<file path="src/verilog/isa_pkg.sv">
package isa_pkg;

    typedef logic [31:0] word_t;
    typedef logic [31:0] inst_addr_t;
    typedef logic [4:0]  reg_addr_t;
    typedef logic [3:0]  mask_t;
    typedef logic [5:0]  opcode_t;
    typedef logic [5:0]  funct_t;

    // OP_NOP must stay zero so that an all-zero payload is a bubble
    typedef enum logic [3:0] {
        OP_NOP  = 4'd0,
        OP_ADDU = 4'd1,
        OP_SUBU = 4'd2,
        OP_AND  = 4'd3,
        OP_OR   = 4'd4,
        OP_SLT  = 4'd5,
        OP_ORI  = 4'd6,
        OP_LUI  = 4'd7,
        OP_LW   = 4'd8,
        OP_SW   = 4'd9,
        OP_SB   = 4'd10,
        OP_BEQ  = 4'd11,
        OP_BNE  = 4'd12
    } oper_t;

    // major opcodes, bits 31:26
    localparam opcode_t OPC_SPECIAL = 6'h00;
    localparam opcode_t OPC_BEQ     = 6'h04;
    localparam opcode_t OPC_BNE     = 6'h05;
    localparam opcode_t OPC_ADDIU   = 6'h09;
    localparam opcode_t OPC_ORI     = 6'h0d;
    localparam opcode_t OPC_LUI     = 6'h0f;
    localparam opcode_t OPC_LW      = 6'h23;
    localparam opcode_t OPC_SB      = 6'h28;
    localparam opcode_t OPC_SW      = 6'h2b;

    // function field of SPECIAL, bits 5:0
    localparam funct_t FN_ADDU = 6'h21;
    localparam funct_t FN_SUBU = 6'h23;
    localparam funct_t FN_AND  = 6'h24;
    localparam funct_t FN_OR   = 6'h25;
    localparam funct_t FN_SLT  = 6'h2a;

endpackage

</file>
<file path="src/verilog/pipe_pkg.sv">
package pipe_pkg;

    import isa_pkg::*;

    // fetched instruction and its address
    typedef struct packed {
        inst_addr_t pc;
        word_t      inst;
    } if_id_t;

    typedef struct packed {
        oper_t      oper;
        word_t      op_a;
        word_t      op_b;
        word_t      st_data;
        logic       dest_we;
        reg_addr_t  dest_addr;
    } id_ex_t;

    // result doubles as the effective address of loads and stores
    typedef struct packed {
        oper_t      oper;
        word_t      result;
        word_t      st_data;
        logic       dest_we;
        reg_addr_t  dest_addr;
    } ex_mem_t;

    typedef struct packed {
        logic       we;
        reg_addr_t  addr;
        word_t      data;
    } wb_t;

    // is_load marks data that is not ready yet
    typedef struct packed {
        logic       we;
        reg_addr_t  addr;
        word_t      data;
        logic       is_load;
    } fwd_t;

endpackage

</file>
<file path="src/verilog/stage_reg.sv">
`timescale 1ns/1ps

module stage_reg #(
    parameter type payload_t = logic
) (
    input  logic     clk,
    input  logic     arst_n_i,
    input  logic     hold_i,
    input  logic     bubble_i,
    input  payload_t d_i,
    output payload_t q_o
);

    // zero payload decodes as a nop with writes disabled
    always_ff @(posedge clk or negedge arst_n_i) begin
        if (!arst_n_i) begin
            q_o <= '0;
        end else if (bubble_i) begin
            q_o <= '0;
        end else if (!hold_i) begin
            q_o <= d_i;
        end
    end

endmodule

</file>
<file path="src/verilog/fetch_unit.sv">
`timescale 1ns/1ps

module fetch_unit import isa_pkg::*, pipe_pkg::*; #(
    parameter inst_addr_t RESET_PC = '0
) (
    input  logic       clk,
    input  logic       arst_n_i,
    input  logic       stall_i,
    input  logic       branch_i,
    input  inst_addr_t branch_target_i,
    input  word_t      rom_data_i,
    output inst_addr_t rom_addr_o,
    output logic       rom_ce_o,
    output if_id_t     if_id_o
);

    inst_addr_t pc_q;
    logic       ce_q;

    // rom enable comes up one edge after reset release
    always_ff @(posedge clk or negedge arst_n_i) begin
        if (!arst_n_i) begin
            ce_q <= 1'b0;
        end else begin
            ce_q <= 1'b1;
        end
    end

    // stall wins over a branch, the branch is seen again next cycle
    always_ff @(posedge clk or negedge arst_n_i) begin
        if (!arst_n_i) begin
            pc_q <= RESET_PC;
        end else if (!ce_q) begin
            pc_q <= RESET_PC;
        end else if (!stall_i) begin
            pc_q <= branch_i ? branch_target_i : pc_q + 32'd4;
        end
    end

    assign rom_addr_o = pc_q;
    assign rom_ce_o   = ce_q;

    // if/id register, bubbles until the rom is enabled
    stage_reg #(.payload_t(if_id_t)) i_if_id_reg (
        .clk      (clk),
        .arst_n_i (arst_n_i),
        .hold_i   (stall_i),
        .bubble_i (!ce_q),
        .d_i      ('{pc: pc_q, inst: rom_data_i}),
        .q_o      (if_id_o)
    );

endmodule

</file>
<file path="src/verilog/regfile.sv">
`timescale 1ns/1ps

module regfile import isa_pkg::*, pipe_pkg::*; (
    input  logic      clk,
    input  logic      arst_n_i,
    input  wb_t       wb_i,
    input  reg_addr_t raddr_a_i,
    input  reg_addr_t raddr_b_i,
    output word_t     rdata_a_o,
    output word_t     rdata_b_o
);

    // r0 has no storage
    word_t regs_q [1:31];

    always_ff @(posedge clk or negedge arst_n_i) begin
        if (!arst_n_i) begin
            for (int i = 1; i < 32; i++) begin
                regs_q[i] <= '0;
            end
        end else if (wb_i.we && wb_i.addr != '0) begin
            regs_q[wb_i.addr] <= wb_i.data;
        end
    end

    // write-through so decode sees the value retiring this cycle
    function automatic word_t read_port(reg_addr_t addr);
        if (addr == '0) begin
            return '0;
        end
        if (wb_i.we && wb_i.addr == addr) begin
            return wb_i.data;
        end
        return regs_q[addr];
    endfunction

    always_comb begin
        rdata_a_o = read_port(raddr_a_i);
        rdata_b_o = read_port(raddr_b_i);
    end

endmodule

</file>
<file path="src/verilog/decode_unit.sv">
`timescale 1ns/1ps

module decode_unit import isa_pkg::*, pipe_pkg::*; (
    input  logic       clk,
    input  logic       arst_n_i,
    input  if_id_t     if_id_i,
    input  wb_t        wb_i,
    input  fwd_t       ex_fwd_i,
    input  fwd_t       mem_fwd_i,
    output id_ex_t     id_ex_o,
    output logic       branch_o,
    output inst_addr_t branch_target_o,
    output logic       stall_o
);

    opcode_t     opcode;
    funct_t      funct;
    reg_addr_t   rs;
    reg_addr_t   rt;
    reg_addr_t   rd;
    logic [15:0] imm;
    word_t       imm_sext;
    word_t       rf_a;
    word_t       rf_b;
    word_t       rs_val;
    word_t       rt_val;
    oper_t       oper;
    logic        use_rs;
    logic        use_rt;
    logic        wr_en;

    assign opcode   = if_id_i.inst[31:26];
    assign rs       = if_id_i.inst[25:21];
    assign rt       = if_id_i.inst[20:16];
    assign rd       = if_id_i.inst[15:11];
    assign funct    = if_id_i.inst[5:0];
    assign imm      = if_id_i.inst[15:0];
    assign imm_sext = {{16{imm[15]}}, imm};

    regfile i_regfile (
        .clk       (clk),
        .arst_n_i  (arst_n_i),
        .wb_i      (wb_i),
        .raddr_a_i (rs),
        .raddr_b_i (rt),
        .rdata_a_o (rf_a),
        .rdata_b_o (rf_b)
    );

    always_comb begin
        case (opcode)
            OPC_SPECIAL: begin
                case (funct)
                    FN_ADDU: oper = OP_ADDU;
                    FN_SUBU: oper = OP_SUBU;
                    FN_AND:  oper = OP_AND;
                    FN_OR:   oper = OP_OR;
                    FN_SLT:  oper = OP_SLT;
                    default: oper = OP_NOP;
                endcase
            end
            // addiu shares the adder with addu
            OPC_ADDIU: oper = OP_ADDU;
            OPC_ORI:   oper = OP_ORI;
            OPC_LUI:   oper = OP_LUI;
            OPC_LW:    oper = OP_LW;
            OPC_SW:    oper = OP_SW;
            OPC_SB:    oper = OP_SB;
            OPC_BEQ:   oper = OP_BEQ;
            OPC_BNE:   oper = OP_BNE;
            default:   oper = OP_NOP;
        endcase
    end

    assign use_rs = !(oper inside {OP_NOP, OP_LUI});
    assign use_rt = (opcode == OPC_SPECIAL && oper != OP_NOP) ||
                    (oper inside {OP_SW, OP_SB, OP_BEQ, OP_BNE});
    assign wr_en  = !(oper inside {OP_NOP, OP_SW, OP_SB, OP_BEQ, OP_BNE});

    function automatic logic fwd_hit(fwd_t f, reg_addr_t src);
        return f.we && f.addr != '0 && f.addr == src;
    endfunction

    // execute first, then memory, then the register file
    assign rs_val = fwd_hit(ex_fwd_i, rs)  ? ex_fwd_i.data  :
                    fwd_hit(mem_fwd_i, rs) ? mem_fwd_i.data : rf_a;
    assign rt_val = fwd_hit(ex_fwd_i, rt)  ? ex_fwd_i.data  :
                    fwd_hit(mem_fwd_i, rt) ? mem_fwd_i.data : rf_b;

    // load data is not ready in execute, wait one cycle
    assign stall_o = ex_fwd_i.is_load &&
                     ((use_rs && fwd_hit(ex_fwd_i, rs)) || (use_rt && fwd_hit(ex_fwd_i, rt)));

    always_comb begin
        id_ex_o.oper      = oper;
        id_ex_o.op_a      = rs_val;
        id_ex_o.st_data   = rt_val;
        id_ex_o.dest_we   = wr_en;
        id_ex_o.dest_addr = (opcode == OPC_SPECIAL) ? rd : rt;
        case (opcode)
            OPC_SPECIAL, OPC_BEQ, OPC_BNE: id_ex_o.op_b = rt_val;
            OPC_ORI: id_ex_o.op_b = {16'h0000, imm};
            OPC_LUI: id_ex_o.op_b = {imm, 16'h0000};
            default: id_ex_o.op_b = imm_sext;
        endcase
    end

    // target is relative to the delay slot
    assign branch_o = (oper == OP_BEQ && rs_val == rt_val) ||
                      (oper == OP_BNE && rs_val != rt_val);
    assign branch_target_o = if_id_i.pc + 32'd4 + {imm_sext[29:0], 2'b00};

endmodule

</file>
<file path="src/verilog/execute_unit.sv">
`timescale 1ns/1ps

module execute_unit import isa_pkg::*, pipe_pkg::*; (
    input  id_ex_t  id_ex_i,
    output ex_mem_t ex_mem_o,
    output fwd_t    ex_fwd_o
);

    word_t a;
    word_t b;
    word_t result;

    assign a = id_ex_i.op_a;
    assign b = id_ex_i.op_b;

    always_comb begin
        case (id_ex_i.oper)
            // memory ops use the adder for the effective address
            OP_ADDU, OP_LW, OP_SW, OP_SB: result = a + b;
            OP_SUBU:       result = a - b;
            OP_AND:        result = a & b;
            OP_OR, OP_ORI: result = a | b;
            OP_SLT:        result = {31'd0, $signed(a) < $signed(b)};
            // upper half already placed by decode
            OP_LUI:        result = b;
            default:       result = '0;
        endcase
    end

    always_comb begin
        ex_mem_o.oper      = id_ex_i.oper;
        ex_mem_o.result    = result;
        ex_mem_o.st_data   = id_ex_i.st_data;
        ex_mem_o.dest_we   = id_ex_i.dest_we;
        ex_mem_o.dest_addr = id_ex_i.dest_addr;
    end

    // a load here only reports its address, decode stalls on a match
    always_comb begin
        ex_fwd_o.we      = id_ex_i.dest_we;
        ex_fwd_o.addr    = id_ex_i.dest_addr;
        ex_fwd_o.data    = result;
        ex_fwd_o.is_load = (id_ex_i.oper == OP_LW);
    end

endmodule

</file>
<file path="src/verilog/mem_unit.sv">
`timescale 1ns/1ps

module mem_unit import isa_pkg::*, pipe_pkg::*; (
    input  ex_mem_t ex_mem_i,
    input  word_t   ram_data_i,
    output word_t   ram_addr_o,
    output word_t   ram_data_o,
    output logic    ram_we_o,
    output logic    ram_re_o,
    output mask_t   ram_mask_o,
    output wb_t     wb_o,
    output fwd_t    mem_fwd_o
);

    logic [1:0] lane;
    word_t      wb_data;

    assign lane       = ex_mem_i.result[1:0];
    assign ram_addr_o = {ex_mem_i.result[31:2], 2'b00};

    always_comb begin
        ram_we_o   = 1'b0;
        ram_re_o   = 1'b0;
        ram_mask_o = '0;
        ram_data_o = ex_mem_i.st_data;
        case (ex_mem_i.oper)
            OP_SW: begin
                ram_we_o   = 1'b1;
                ram_mask_o = 4'b1111;
            end
            OP_SB: begin
                // little-endian lane, byte copied to every lane
                ram_we_o   = 1'b1;
                ram_mask_o = 4'b0001 << lane;
                ram_data_o = {4{ex_mem_i.st_data[7:0]}};
            end
            OP_LW: ram_re_o = 1'b1;
            default: ;
        endcase
    end

    assign wb_data = ram_re_o ? ram_data_i : ex_mem_i.result;

    assign wb_o = '{we: ex_mem_i.dest_we, addr: ex_mem_i.dest_addr, data: wb_data};

    assign mem_fwd_o = '{we: ex_mem_i.dest_we, addr: ex_mem_i.dest_addr,
                         data: wb_data, is_load: ram_re_o};

endmodule

</file>
<file path="src/verilog/cpu.sv">
`timescale 1ns/1ps

module cpu import isa_pkg::*, pipe_pkg::*; #(
    parameter inst_addr_t RESET_PC = '0
) (
    input  logic       clk,
    input  logic       arst_n_i,
    input  word_t      rom_data_i,
    output inst_addr_t rom_addr_o,
    output logic       rom_ce_o,
    input  word_t      ram_data_i,
    output word_t      ram_addr_o,
    output word_t      ram_data_o,
    output logic       ram_re_o,
    output logic       ram_we_o,
    output mask_t      ram_mask_o
);

    if_id_t     if_id;
    id_ex_t     id_ex_d;
    id_ex_t     id_ex_q;
    ex_mem_t    ex_mem_d;
    ex_mem_t    ex_mem_q;
    wb_t        wb_d;
    wb_t        wb_q;
    fwd_t       ex_fwd;
    fwd_t       mem_fwd;
    logic       stall;
    logic       branch;
    inst_addr_t branch_target;

    fetch_unit #(.RESET_PC(RESET_PC)) i_fetch (
        .clk             (clk),
        .arst_n_i        (arst_n_i),
        .stall_i         (stall),
        .branch_i        (branch),
        .branch_target_i (branch_target),
        .rom_data_i      (rom_data_i),
        .rom_addr_o      (rom_addr_o),
        .rom_ce_o        (rom_ce_o),
        .if_id_o         (if_id)
    );

    decode_unit i_decode (
        .clk             (clk),
        .arst_n_i        (arst_n_i),
        .if_id_i         (if_id),
        .wb_i            (wb_q),
        .ex_fwd_i        (ex_fwd),
        .mem_fwd_i       (mem_fwd),
        .id_ex_o         (id_ex_d),
        .branch_o        (branch),
        .branch_target_o (branch_target),
        .stall_o         (stall)
    );

    // a stall turns the instruction entering execute into a bubble
    stage_reg #(.payload_t(id_ex_t)) i_id_ex_reg (
        .clk      (clk),
        .arst_n_i (arst_n_i),
        .hold_i   (1'b0),
        .bubble_i (stall),
        .d_i      (id_ex_d),
        .q_o      (id_ex_q)
    );

    execute_unit i_execute (
        .id_ex_i  (id_ex_q),
        .ex_mem_o (ex_mem_d),
        .ex_fwd_o (ex_fwd)
    );

    stage_reg #(.payload_t(ex_mem_t)) i_ex_mem_reg (
        .clk      (clk),
        .arst_n_i (arst_n_i),
        .hold_i   (1'b0),
        .bubble_i (1'b0),
        .d_i      (ex_mem_d),
        .q_o      (ex_mem_q)
    );

    mem_unit i_mem (
        .ex_mem_i   (ex_mem_q),
        .ram_data_i (ram_data_i),
        .ram_addr_o (ram_addr_o),
        .ram_data_o (ram_data_o),
        .ram_we_o   (ram_we_o),
        .ram_re_o   (ram_re_o),
        .ram_mask_o (ram_mask_o),
        .wb_o       (wb_d),
        .mem_fwd_o  (mem_fwd)
    );

    // mem/wb output is the register file write port
    stage_reg #(.payload_t(wb_t)) i_mem_wb_reg (
        .clk      (clk),
        .arst_n_i (arst_n_i),
        .hold_i   (1'b0),
        .bubble_i (1'b0),
        .d_i      (wb_d),
        .q_o      (wb_q)
    );

endmodule

</file>
<file path="config.mk">
export PLATFORM = sky130hd
export DESIGN_NAME = cpu
export DESIGN_NICKNAME = d
export VERILOG_FILES = /design/src/verilog/isa_pkg.sv /design/src/verilog/pipe_pkg.sv /design/src/verilog/stage_reg.sv /design/src/verilog/fetch_unit.sv /design/src/verilog/regfile.sv /design/src/verilog/decode_unit.sv /design/src/verilog/execute_unit.sv /design/src/verilog/mem_unit.sv /design/src/verilog/cpu.sv
export SDC_FILE = /design/constraint.sdc
export NUM_CORES = 2
export LEC_CHECK = 0
export BUFFER_PORTS_ARGS = -buffer_cell sky130_fd_sc_hd__buf_2
export CAP_MARGIN = 20
export CORE_ASPECT_RATIO = 0.7
export CORE_MARGIN = 2
export CORE_UTILIZATION = 45
export DETAILED_ROUTE_END_ITERATION = 8
export HOLD_SLACK_MARGIN = 0.03
export PLACE_DENSITY_LB_ADDON = 0.12
export SLEW_MARGIN = 30
export SYNTH_ARGS = -nofsm -noshare
export SYNTH_HDL_FRONTEND = slang
export SYNTH_HIERARCHICAL = 1
export SYNTH_SLANG_ARGS = --single-unit
export TNS_END_PERCENT = 10
</file>
<file path="constraint.sdc">
create_clock -name clk -period 6.2 [get_ports clk]
set_input_delay 0.93 -clock clk [delete_from_list [all_inputs] [get_ports clk]]
set_output_delay 0.93 -clock clk [all_outputs]
set_load 0.1 [all_outputs]
</file>
==> out/metrics.yaml <==
numCtsBuffers: 140
clk_path_buf_depth: 3
die_h_um: 356.2
grt_max_degree: 167
antenna_found_initial: 11
switching_power_mw: 7.310
crit_fanout: 10
required_ns: 6.94
status: "finished, final reports clean"
start_util_pct: 45.19
cp_slowest_stage_delay_ns: 0.42
cts_hold_buf: 0
ys_warn_count: 6
dp_hpwl_um: 204200
worstSetupPathType: "reg2reg"
wl_per_cell_um: 32.47
drt_first_iter_violations: 7171
period_minus_slack_ns: 6.033
syn_area_per_cell_um2: 11.68
cts_tree: "yes"
io_buffers: 166
tightest_slew_ns: 1.082
comb_power_share_pct: 20.8
period_share_pct: 97.30
syn_inst: 6824
drive_above_1_share_pct: 37.19
fp.dieArea_mm2: 0.1806
finalMaxSlewViolations: 0
finalPower_mw: 22.56
drtAntennaViolNets: 0
skew_ns: 0.03552
clockPowerShare_pct: 39.1
layout.nets: 7094
seqPwrFrac_pct: 40.2
ir_drop_mv: 0.2987
syn2layout_area_growth_pct: 11.50
first_pass_iters: 6
numClockSinks: 1307
grt_pass1_wl_um: 434600
placed_cells: 9055
slew-limit-headroom_pct: 27.70
globalplace.congestion: 0.9867
fmax_mhz: 165.8
powerDensity_mw_per_mm2: 253.8
clk_pin_slew_ns: 0.06
grt.overflow.total: 0
die_x_um: 507.1
cts-root-buf: "clkbuf_16"
swShare_pct: 32.39
grt_pass1_vias: 58620
grt_usage_pct: 33.02
hold_slack_ns: 0.1334
h-tree-depth: 4
critPathSlowestCell: "a31oi_1"
drt-total-wl_um: 303000
arrival_ns: 6.77
fin_cells: 9331
intPower_mw: 15.25
start_kind: "register"
vias: 61040
hold_viol_final: 0
hold_class: "in2async"
io_pins: 169
cellLeakagePower_nw: 40.99
drc: 0
final_common_cell: "dfrtp_1"
final_cell_mix: "1283 x dfrtp_1, 1193 x mux2_2, 614 x nor2_1"
cap_viol_max_count: 0
core.rowCount: 129
setup_viol_count_final: 0
core_area_mm2: 0.1764
cpMostUsedCell: "buf_4"
worstSkewPairLatency_ns: 0.81
via_per_inst: 6.541
crit_path_end_kind: "register"
syn_area_mm2: 0.07973
fin_util_pct: 50.39
state kept, by name (all words and copies together) (netlist names):
register and count:
i_decode/i_regfile/regs_q 992, i_ex_mem_reg/q_o 74, i_fetch/i_if_id_reg/q_o 64, i_fetch/rom_addr_o 32
i_fetch/rom_ce_o 1, i_id_ex_reg/q_o 106, i_mem_wb_reg/q_o 38
final timing paths:
path / startpoint / to / slack (ns) / cells past startpoint
max in group asynchronous: arst_n_i / i_id_ex_reg/q_o[105]$_DFFE_PN0P_ / 4.54 / 3
max reg2reg: i_id_ex_reg/q_o[47]$_DFFE_PN0P_ / i_fetch/rom_addr_o[31]$_DFFE_PN0P_ / 0.17 / 29
min in group clk: rom_data_i[13] / i_fetch/i_if_id_reg/q_o[13]$_DFFE_PN0P_ / 0.36 / 3
max: i_id_ex_reg/q_o[47]$_DFFE_PN0P_ / i_fetch/rom_addr_o[31]$_DFFE_PN0P_ / 0.17 / 29
min reg2reg: i_decode/i_regfile/regs_q[635]$_DFFE_PN0P_ / i_decode/i_regfile/regs_q[635]$_DFFE_PN0P_ / 0.50 / 1
min: arst_n_i / i_decode/i_regfile/regs_q[638]$_DFFE_PN0P_ / 0.13 / 1
metrics by stage:
| stage | setup TNS, ns | area (um^2) | setup WS (ns) |
|---|---|---|---|
| 2_1_floorplan | 0 | 79760 | 0.7178 |
| 3_3_place_gp | 0 | 83510 | 0.08399 |
| 3_5_place_dp | 0 | 83610 | 0.004605 |
| 4_1_cts | 0 | 88330 | 0.1353 |
| 5_1_grt | -0.04494 | 88900 | -0.03644 |
| 6_report | 0 | 88900 | 0.1674 |
critical path, delay by kind of cell, from the launching register on:
family                   cells  cell delay [ns]
flip-flops                   1             0.35
AO/OA/AOI/OAI               10             2.25
AND/OR/NAND/NOR              8             1.57
buffers and inverters        9             1.32
XOR/XNOR                     1             0.15
adder cells (fa/ha/maj)      1             0.30
cell type report:
| cell class | instances | area [um^2] |
|---|---|---|
| Fill cell | 15640 | 87510 |
| Multi-Input combinational cell | 4624 | 42610 |
| Sequential cell | 1307 | 32750 |
| Timing Repair Buffer | 675 | 5424 |
| Clock buffer | 205 | 4151 |
| Tap cell | 2358 | 2950 |
| Clock inverter | 42 | 561.8 |
| Inverter | 119 | 450.4 |
| Antenna cell | 1 | 2.502 |
per-layer routing:
metal  track usage [%]  vias to the layer above  wire length (um)
met2             44.15                     2970            120900
met3             10.01                      512             33910
li1                  -                    25420                 -
met1             50.48                    32120            138300
met4             10.32                       10              9798
met5                 0                        -                85
power groups by stage:
stage / clock network, mW / registers, mW / logic (mW)
3_3_place_gp: 0 / 9.20 / 4.38
6_report: 8.81 / 9.07 / 4.68
2_1_floorplan: 0 / 9.08 / 2.76
5_1_grt: 9.32 / 9.08 / 4.91
3_5_place_dp: 0 / 9.21 / 4.37
4_1_cts: 8.97 / 9.05 / 4.39
repair_timing:
action	in CTS	in global routing
buffers inserted	0	25
setup endpoints to repair	5	32
gates resized for setup	2	66
pin swaps	0	25
gates cloned	0	2
Note: power is estimated with default switching activity, not from simulation.
